**src/swu_pkg.sv**
```systemverilog
package swu_pkg;

   ////////////////////////////////////////////////////////////
   // stream word format
   ////////////////////////////////////////////////////////////

   localparam int SIMD         = 4;
   localparam int IP_PRECISION = 2;
   localparam int WORD_W       = SIMD * IP_PRECISION;

   ////////////////////////////////////////////////////////////
   // image and kernel geometry
   ////////////////////////////////////////////////////////////

   localparam int IFM_CHANNELS  = 8;
   // channel groups folded into one pixel
   localparam int EFF_CHANNELS  = IFM_CHANNELS / SIMD;
   localparam int IFM_WIDTH     = 5;
   localparam int IFM_HEIGHT    = 5;
   localparam int KERNEL_WIDTH  = 3;
   localparam int KERNEL_HEIGHT = 3;
   localparam int OFM_WIDTH     = IFM_WIDTH - KERNEL_WIDTH + 1;
   localparam int OFM_HEIGHT    = IFM_HEIGHT - KERNEL_HEIGHT + 1;

   ////////////////////////////////////////////////////////////
   // buffer sizing and word counts
   ////////////////////////////////////////////////////////////

   localparam int FRAME_WORDS  = IFM_WIDTH * IFM_HEIGHT * EFF_CHANNELS;
   // power of two, covers the 26 words one window spans
   localparam int BUFFER_DEPTH = 32;
   localparam int ADDR_W       = $clog2(BUFFER_DEPTH);
   // index has to hold FRAME_WORDS itself for the write counter
   localparam int IDX_W        = $clog2(FRAME_WORDS + 1);
   localparam int WINDOW_WORDS = KERNEL_WIDTH * KERNEL_HEIGHT * EFF_CHANNELS;
   localparam int OUT_WORDS    = OFM_WIDTH * OFM_HEIGHT * WINDOW_WORDS;

   // walk counter widths, at least one bit each
   localparam int CH_W = (EFF_CHANNELS > 1) ? $clog2(EFF_CHANNELS) : 1;
   localparam int KW_W = (KERNEL_WIDTH > 1) ? $clog2(KERNEL_WIDTH) : 1;
   localparam int KH_W = (KERNEL_HEIGHT > 1) ? $clog2(KERNEL_HEIGHT) : 1;
   localparam int OW_W = (OFM_WIDTH > 1) ? $clog2(OFM_WIDTH) : 1;
   localparam int OH_W = (OFM_HEIGHT > 1) ? $clog2(OFM_HEIGHT) : 1;

endpackage
```
**src/swu_top.sv**
```systemverilog
`timescale 1ns/100ps

module swu_top (
   input  logic                       clk,
   input  logic                       resetn,
   input  logic [swu_pkg::WORD_W-1:0] in_data_i,
   input  logic                       in_valid_i,
   output logic                       in_ready_o,
   output logic [swu_pkg::WORD_W-1:0] out_data_o,
   output logic                       out_valid_o,
   input  logic                       out_ready_i
);
   import swu_pkg::*;

   logic              wr_en;
   logic [ADDR_W-1:0] wr_addr;
   logic [IDX_W-1:0]  written_count;
   logic [IDX_W-1:0]  oldest_idx;
   logic              frame_done;
   logic              rd_en;
   logic [IDX_W-1:0]  rd_idx;
   logic              rd_ready;

   ////////////////////////////////////////////////////////////
   // input side
   ////////////////////////////////////////////////////////////

   swu_write_ctrl u_write_ctrl (
      .clk             (clk),
      .resetn          (resetn),
      .in_valid_i      (in_valid_i),
      .in_ready_o      (in_ready_o),
      .oldest_idx_i    (oldest_idx),
      .frame_done_i    (frame_done),
      .written_count_o (written_count),
      .wr_en_o         (wr_en),
      .wr_addr_o       (wr_addr)
   );

   ////////////////////////////////////////////////////////////
   // window sequencing and storage
   ////////////////////////////////////////////////////////////

   swu_window_walk u_window_walk (
      .clk             (clk),
      .resetn          (resetn),
      .written_count_i (written_count),
      .rd_ready_i      (rd_ready),
      .rd_en_o         (rd_en),
      .rd_idx_o        (rd_idx),
      .oldest_idx_o    (oldest_idx),
      .frame_done_o    (frame_done)
   );

   // write data goes straight from the input stream
   swu_line_buffer u_line_buffer (
      .clk         (clk),
      .resetn      (resetn),
      .wr_en_i     (wr_en),
      .wr_addr_i   (wr_addr),
      .wr_data_i   (in_data_i),
      .rd_en_i     (rd_en),
      .rd_idx_i    (rd_idx),
      .rd_ready_o  (rd_ready),
      .out_data_o  (out_data_o),
      .out_valid_o (out_valid_o),
      .out_ready_i (out_ready_i)
   );

endmodule

```
**src/swu_line_buffer.sv**
```systemverilog
`timescale 1ns/100ps

module swu_line_buffer (
   input  logic                       clk,
   input  logic                       resetn,
   input  logic                       wr_en_i,
   input  logic [swu_pkg::ADDR_W-1:0] wr_addr_i,
   input  logic [swu_pkg::WORD_W-1:0] wr_data_i,
   input  logic                       rd_en_i,
   input  logic [swu_pkg::IDX_W-1:0]  rd_idx_i,
   output logic                       rd_ready_o,
   output logic [swu_pkg::WORD_W-1:0] out_data_o,
   output logic                       out_valid_o,
   input  logic                       out_ready_i
);
   import swu_pkg::*;

   logic [WORD_W-1:0] mem [BUFFER_DEPTH];

   logic [ADDR_W-1:0] rd_addr;
   logic [WORD_W-1:0] s1_data_q;
   logic              s1_valid_q;
   logic [WORD_W-1:0] s2_data_q;
   logic              s2_valid_q;
   logic              s2_take;

   ////////////////////////////////////////////////////////////
   // circular storage
   ////////////////////////////////////////////////////////////

   // frame index wraps modulo the depth
   assign rd_addr = rd_idx_i[ADDR_W-1:0];

   always_ff @(posedge clk) begin
      if (wr_en_i) begin
         mem[wr_addr_i] <= wr_data_i;
      end
   end

   ////////////////////////////////////////////////////////////
   // two stage read pipeline
   ////////////////////////////////////////////////////////////

   // output stage is free or hands its word over this cycle
   assign s2_take = out_ready_i | ~s2_valid_q;

   // first stage is free or moves on into the output stage
   assign rd_ready_o = ~s1_valid_q | s2_take;

   // stage 1 is the synchronous memory read
   always_ff @(posedge clk) begin
      if (!resetn) begin
         s1_valid_q <= 1'b0;
      end else if (rd_ready_o) begin
         s1_valid_q <= rd_en_i;
      end
   end

   always_ff @(posedge clk) begin
      if (rd_en_i && rd_ready_o) begin
         s1_data_q <= mem[rd_addr];
      end
   end

   // stage 2 drives the output stream and holds under back-pressure
   always_ff @(posedge clk) begin
      if (!resetn) begin
         s2_valid_q <= 1'b0;
      end else if (s2_take) begin
         s2_valid_q <= s1_valid_q;
      end
   end

   always_ff @(posedge clk) begin
      if (s1_valid_q && s2_take) begin
         s2_data_q <= s1_data_q;
      end
   end

   assign out_data_o  = s2_data_q;
   assign out_valid_o = s2_valid_q;

endmodule

```
**src/swu_window_walk.sv**
```systemverilog
`timescale 1ns/100ps

module swu_window_walk (
   input  logic                      clk,
   input  logic                      resetn,
   input  logic [swu_pkg::IDX_W-1:0] written_count_i,
   input  logic                      rd_ready_i,
   output logic                      rd_en_o,
   output logic [swu_pkg::IDX_W-1:0] rd_idx_o,
   output logic [swu_pkg::IDX_W-1:0] oldest_idx_o,
   output logic                      frame_done_o
);
   import swu_pkg::*;

   logic [CH_W-1:0]  ch_q;
   logic [KW_W-1:0]  kw_q;
   logic [KH_W-1:0]  kh_q;
   logic [OW_W-1:0]  ocol_q;
   logic [OH_W-1:0]  orow_q;

   logic             last_ch;
   logic             last_kw;
   logic             last_kh;
   logic             last_ocol;
   logic             last_orow;

   logic [IDX_W-1:0] in_row;
   logic [IDX_W-1:0] in_col;
   logic [IDX_W-1:0] need_idx;

   ////////////////////////////////////////////////////////////
   // index of the word the walk needs next
   ////////////////////////////////////////////////////////////

   assign in_row = IDX_W'(orow_q) + IDX_W'(kh_q);
   assign in_col = IDX_W'(ocol_q) + IDX_W'(kw_q);

   // pixel index times channel groups, plus the group
   assign need_idx = IDX_W'((in_row * IFM_WIDTH + in_col) * EFF_CHANNELS + ch_q);

   // top left word of the current window
   assign oldest_idx_o = IDX_W'((orow_q * IFM_WIDTH + ocol_q) * EFF_CHANNELS);

   // only read what has already been written this frame
   assign rd_en_o  = rd_ready_i & (need_idx < written_count_i);
   assign rd_idx_o = need_idx;

   ////////////////////////////////////////////////////////////
   // counter wrap points
   ////////////////////////////////////////////////////////////

   assign last_ch   = ch_q == CH_W'(EFF_CHANNELS - 1);
   assign last_kw   = kw_q == KW_W'(KERNEL_WIDTH - 1);
   assign last_kh   = kh_q == KH_W'(KERNEL_HEIGHT - 1);
   assign last_ocol = ocol_q == OW_W'(OFM_WIDTH - 1);
   assign last_orow = orow_q == OH_W'(OFM_HEIGHT - 1);

   assign frame_done_o = rd_en_o & last_ch & last_kw & last_kh & last_ocol & last_orow;

   ////////////////////////////////////////////////////////////
   // nested walk counters
   ////////////////////////////////////////////////////////////

   // channel group runs fastest, output row slowest
   always_ff @(posedge clk) begin
      if (!resetn) begin
         ch_q   <= '0;
         kw_q   <= '0;
         kh_q   <= '0;
         ocol_q <= '0;
         orow_q <= '0;
      end else if (rd_en_o) begin
         ch_q <= last_ch ? '0 : ch_q + 1'b1;
         if (last_ch) begin
            kw_q <= last_kw ? '0 : kw_q + 1'b1;
            if (last_kw) begin
               kh_q <= last_kh ? '0 : kh_q + 1'b1;
               if (last_kh) begin
                  // window complete, step to the next output position
                  ocol_q <= last_ocol ? '0 : ocol_q + 1'b1;
                  if (last_ocol) begin
                     // wraps to zero together with frame_done
                     orow_q <= last_orow ? '0 : orow_q + 1'b1;
                  end
               end
            end
         end
      end
   end

endmodule

```
**src/swu_write_ctrl.sv**
```systemverilog
`timescale 1ns/100ps

module swu_write_ctrl (
   input  logic                       clk,
   input  logic                       resetn,
   input  logic                       in_valid_i,
   output logic                       in_ready_o,
   input  logic [swu_pkg::IDX_W-1:0]  oldest_idx_i,
   input  logic                       frame_done_i,
   output logic [swu_pkg::IDX_W-1:0]  written_count_o,
   output logic                       wr_en_o,
   output logic [swu_pkg::ADDR_W-1:0] wr_addr_o
);
   import swu_pkg::*;

   logic [IDX_W-1:0] written_count_q;
   logic [IDX_W-1:0] fill;
   logic             frame_open;
   logic             room_left;

   ////////////////////////////////////////////////////////////
   // acceptance rules
   ////////////////////////////////////////////////////////////

   // words held in the buffer that the current window may still read
   assign fill = written_count_q - oldest_idx_i;

   // stop once the whole frame is in
   assign frame_open = written_count_q < IDX_W'(FRAME_WORDS);

   // never get a full buffer depth ahead of the oldest needed word
   assign room_left = fill < IDX_W'(BUFFER_DEPTH);

   assign in_ready_o = frame_open & room_left;

   ////////////////////////////////////////////////////////////
   // write port
   ////////////////////////////////////////////////////////////

   assign wr_en_o = in_valid_i & in_ready_o;

   // circular placement, depth is a power of two
   assign wr_addr_o = written_count_q[ADDR_W-1:0];

   ////////////////////////////////////////////////////////////
   // frame write counter
   ////////////////////////////////////////////////////////////

   always_ff @(posedge clk) begin
      if (!resetn) begin
         written_count_q <= '0;
      end else if (frame_done_i) begin
         // last window issued, next frame starts at index 0
         written_count_q <= '0;
      end else if (wr_en_o) begin
         written_count_q <= written_count_q + 1'b1;
      end
   end

   assign written_count_o = written_count_q;

endmodule

```
**config.mk**
```make
export PLATFORM = sky130hd
export DESIGN_NAME = swu_top
export DESIGN_NICKNAME = d
export VERILOG_FILES = /design/src/swu_pkg.sv /design/src/swu_top.sv /design/src/swu_line_buffer.sv /design/src/swu_window_walk.sv /design/src/swu_write_ctrl.sv
export SDC_FILE = /design/constraint.sdc
export NUM_CORES = 1
export LEC_CHECK = 0
export ABC_AREA = 1
export BUFFER_PORTS_ARGS = -buffer_cell sky130_fd_sc_hd__clkbuf_2
export CAP_MARGIN = 10
export CORE_MARGIN = 4
export CORE_UTILIZATION = 50
export CTS_CLUSTER_SIZE = 30
export DETAILED_ROUTE_END_ITERATION = 10
export PLACE_DENSITY = 0.67
export SYNTH_ARGS = -nofsm -noshare
export SYNTH_HDL_FRONTEND = slang
export SYNTH_HIERARCHICAL = 1
export SYNTH_SLANG_ARGS = --single-unit
```
**constraint.sdc**
```tcl
create_clock -name clk -period 8.82 [get_ports clk]
set_clock_uncertainty 0.15 [all_clocks]
set_input_delay 1.323 -clock clk [delete_from_list [all_inputs] [get_ports clk]]
set_output_delay 1.323 -clock clk [all_outputs]
set_load 0.02 [all_outputs]
```
==> results.py <==
metrics = {
    "status": {
        "status": "completed",
    },
    "grt": {
        "antenna_found_initial": 0,
        "met2_usage_pct": 32.2,
        "met3_usage_pct": 2.43,
        "track_usage_pct": 19.6,
        "grt_pass1_vias": 7607,
        "grt_pass1_wl_um": 43300,
        "grt_use_met1_pct": 28.3,
        "overflow": 0,
        "grt_max_degree": 112,
        "grt_most_used_layer": "met2",
    },
    "floorplanning": {
        "dieArea_sq_mm": 0.0280,
        "start_util_pct": 50.6,
        "die_x_um": 167,
        "rows": 58,
        "num_io_pins": 22,
        "core_area_sq_mm": 0.0251,
        "die_y_um": 167,
    },
    "timing": {
        "period_share_pct": 54.0,
        "finalHoldViolCount": 0,
        "timing.setup.tns_ns": 0,
        "setup_viol": 0,
        "relSlewSlack_pct": 17.8,
        "slew_viol_final": 0,
        "whs_ns": 0.323,
        "period_needed_ns": 4.76,
        "rsz0062_at_grt": "false",
        "max_clock_freq_ghz": 0.210,
        "worst_pin_slew_ns": 1.23,
    },
    "cts": {
        "ctsResizeCount": 0,
        "hold_buffers": 0,
        "cts.sinks": 289,
        "cts_setup_buffers": 0,
        "cts_made_buffers": 29,
        "cts_tree": "done",
        "htreeDepth": 1,
        "worst_skew_pair.late_latency_ns": 0.55,
        "clk_pin_slew_ns": 0.06,
        "cts_buffer_depth": 3,
        "cts_root_buffer": "clkbuf_16",
    },
    "route": {
        "vias": 8132,
        "viasPerCell": 5.37,
        "wl_um": 27800,
        "drc_errors": 0,
        "drtIter0Drc": 807,
        "wl_per_cell_um": 18.4,
        "drtAntennaViolNets": 0,
        "firstDrtPassIters": 5,
    },
    "synthesis": {
        "synthAdderAreaFrac_pct": 2.76,
        "ys_seq_area_share_pct": 67.0,
        "synth_mux_area_share_pct": 0,
        "synthSimpleGateAreaFrac_pct": 23.3,
        "synth_cell_types": 30,
        "yosys_warnings": 6,
        "avgSynthCellArea_sq_um": 10.9,
        "synthFlopType": "edfxtp_1",
        "async_flop_share_pct": 0,
        "syn_inst": 1162,
        "synth_top_family_by_area": "simple AND/OR/NAND/NOR gates",
        "synth_enable_flop_cells": 272,
        "yosysTopAreaCell": "edfxtp_1",
        "ys_top_cells_by_area": "edfxtp_1 (64%), nand2_1 (12%), nand3_1 (8.4%), dfxtp_1 (2.7%), buf_6 (2.1%)",
        "synth_xor_area_share_pct": 0.414,
        "synth_area_sq_mm": 0.0127,
        "ys_ff_latch": 289,
        "synth_top_area_share_pct": 64.3,
        "synth-compound-area-share_pct": 1.08,
        "synth_nets": 1199,
    },
    "cells_and_area": {
        "diodes": 0,
        "drive_above_1_share_pct": 7.10,
        "layout.nets": 1198,
        "fin_util_pct": 54.5,
        "layoutNonFillerInstCount": 1513,
        "final_common_cell": "nand2_1",
        "syn_to_final_growth_pct": 7.87,
        "mostFrequentLayoutCells": "nand2_1 (404), edfxtp_1 (272), nand3_1 (212), nor2_1 (68), inv_1 (56)",
    },
    "setup_path": {
        "cp.required_ns": 7.35,
        "worstSetupPathType": "flip-flop to primary output",
        "start_kind": "flip-flop",
        "critPathCaptureType": "primary output",
        "path_max_fanout": 8,
        "arrival_ns": 3.29,
    },
    "place": {
        "dpl.hpwl_um": 16700,
        "placed_cells": 1460,
        "port_buffers": 21,
        "gp_congestion": 0.828,
    },
    "pwr": {
        "power_switching_uw": 1510,
        "peakVddDrop_uv": 232,
        "leakage_uw": 0.00513,
        "p_int_uw": 2620,
        "switching_share_pct": 36.6,
        "combPwrFrac_pct": 31.6,
        "p_per_area_mw_per_mm2": 302,
        "power_frac_clock_pct": 27.9,
        "seqPwrFrac_pct": 40.5,
    },
    "flow_run": {
        "cap_violations": 0,
    },
    "hold_path": {
        "hold_path.class": "flip-flop to flip-flop",
    },
}
[path summary, 6_finish.rpt]
kind / startpoint / endpoint / slack, ns / depth (start not counted)
worst max-delay path: u_window_walk/orow_q[1] / in_ready_o / 4.06 / 15
worst min-delay path: u_line_buffer/s1_valid_q / u_line_buffer/out_valid_o / 0.32 / 2
worst max register to register: u_window_walk/orow_q[0] / u_line_buffer/s1_data_q[3] / 4.31 / 14
worst min register to register: u_line_buffer/s1_valid_q / u_line_buffer/out_valid_o / 0.32 / 2
[power groups by stage]
stage	combinational (uW)	sequential, uW	clock [uW]
finish	1310	1670	1150
global route	1460	1680	1230
CTS	1300	1670	1170
detailed placement	1300	1700	0
global placement	1290	1700	0
floorplan	999	1670	0
[layout make-up]
cell class / instances / area, sq um
Inverter: 59 / 223
Fill cell: 2156 / 11400
Multi-Input combinational cell: 755 / 3500
Clock buffer: 32 / 737
Clock inverter: 21 / 156
Sequential cell: 289 / 8510
Timing Repair Buffer: 27 / 150
Tap cell: 330 / 413
[state kept, by name, indices dropped and copies added (netlist names), 2 cells and up]
signal / count
u_line_buffer/mem: 256
u_window_walk/kh_q: 2
u_line_buffer/out_data_o: 8
u_window_walk/orow_q: 2
u_write_ctrl/written_count_o: 6
u_window_walk/kw_q: 2
u_line_buffer/s1_data_q: 8
u_window_walk/ocol_q: 2
[cell usage after synthesis (5+ instances only)]
master / instances
o21ai_0: 9
nand3_1: 212
clkbuf_1: 5
buf_4: 11
buf_6: 24
buf_2: 15
dfxtp_1: 17
inv_1: 57
fa_1: 5
edfxtp_1: 272
a21oi_1: 11
ha_1: 20
nor2_1: 68
nand2_1: 404
[logic make-up after synthesis]
family                   Yosys count
AO/OA/AOI/OAI                     23
XOR/XNOR                           6
adder cells (fa/ha/maj)           25
buffers and inverters            118
flip-flops                       289
other                              1
AND/OR/NAND/NOR                  700
[worst max-delay path, stage by stage (launching register included)]
cell and delay, ns:
dfxtp_1 0.53, ha_1 0.31, ha_1 0.20, inv_1 0.08
fa_1 0.41, inv_1 0.06, inv_1 0.03, ha_1 0.30
nand2_1 0.09, inv_1 0.04, nand2_1 0.11, nand2_1 0.07
nor2_1 0.09, nor2_1 0.05, nor2_2 0.17, clkbuf_2 0.20
[metrics by stage]
stage | instance area [sq um] | setup slack [ns] | total power [uW]
2_1_floorplan | 12700 | 4.94 | 2670
3_5_place_dp | 12800 | 4.35 | 3000
5_1_grt | 13700 | 3.77 | 4370
3_3_place_gp | 12800 | 4.39 | 2990
6_report | 13700 | 4.06 | 4130
4_1_cts | 13700 | 4.02 | 4150
[per-layer routing]
layer  routed length, um  vias to the layer above
met5                   0                        -
met4                 415                        0
met3                1750                       35
met2               13500                      257
met1               12100                     3893
li1                    -                     3947
(Power assumes the default switching activity.)
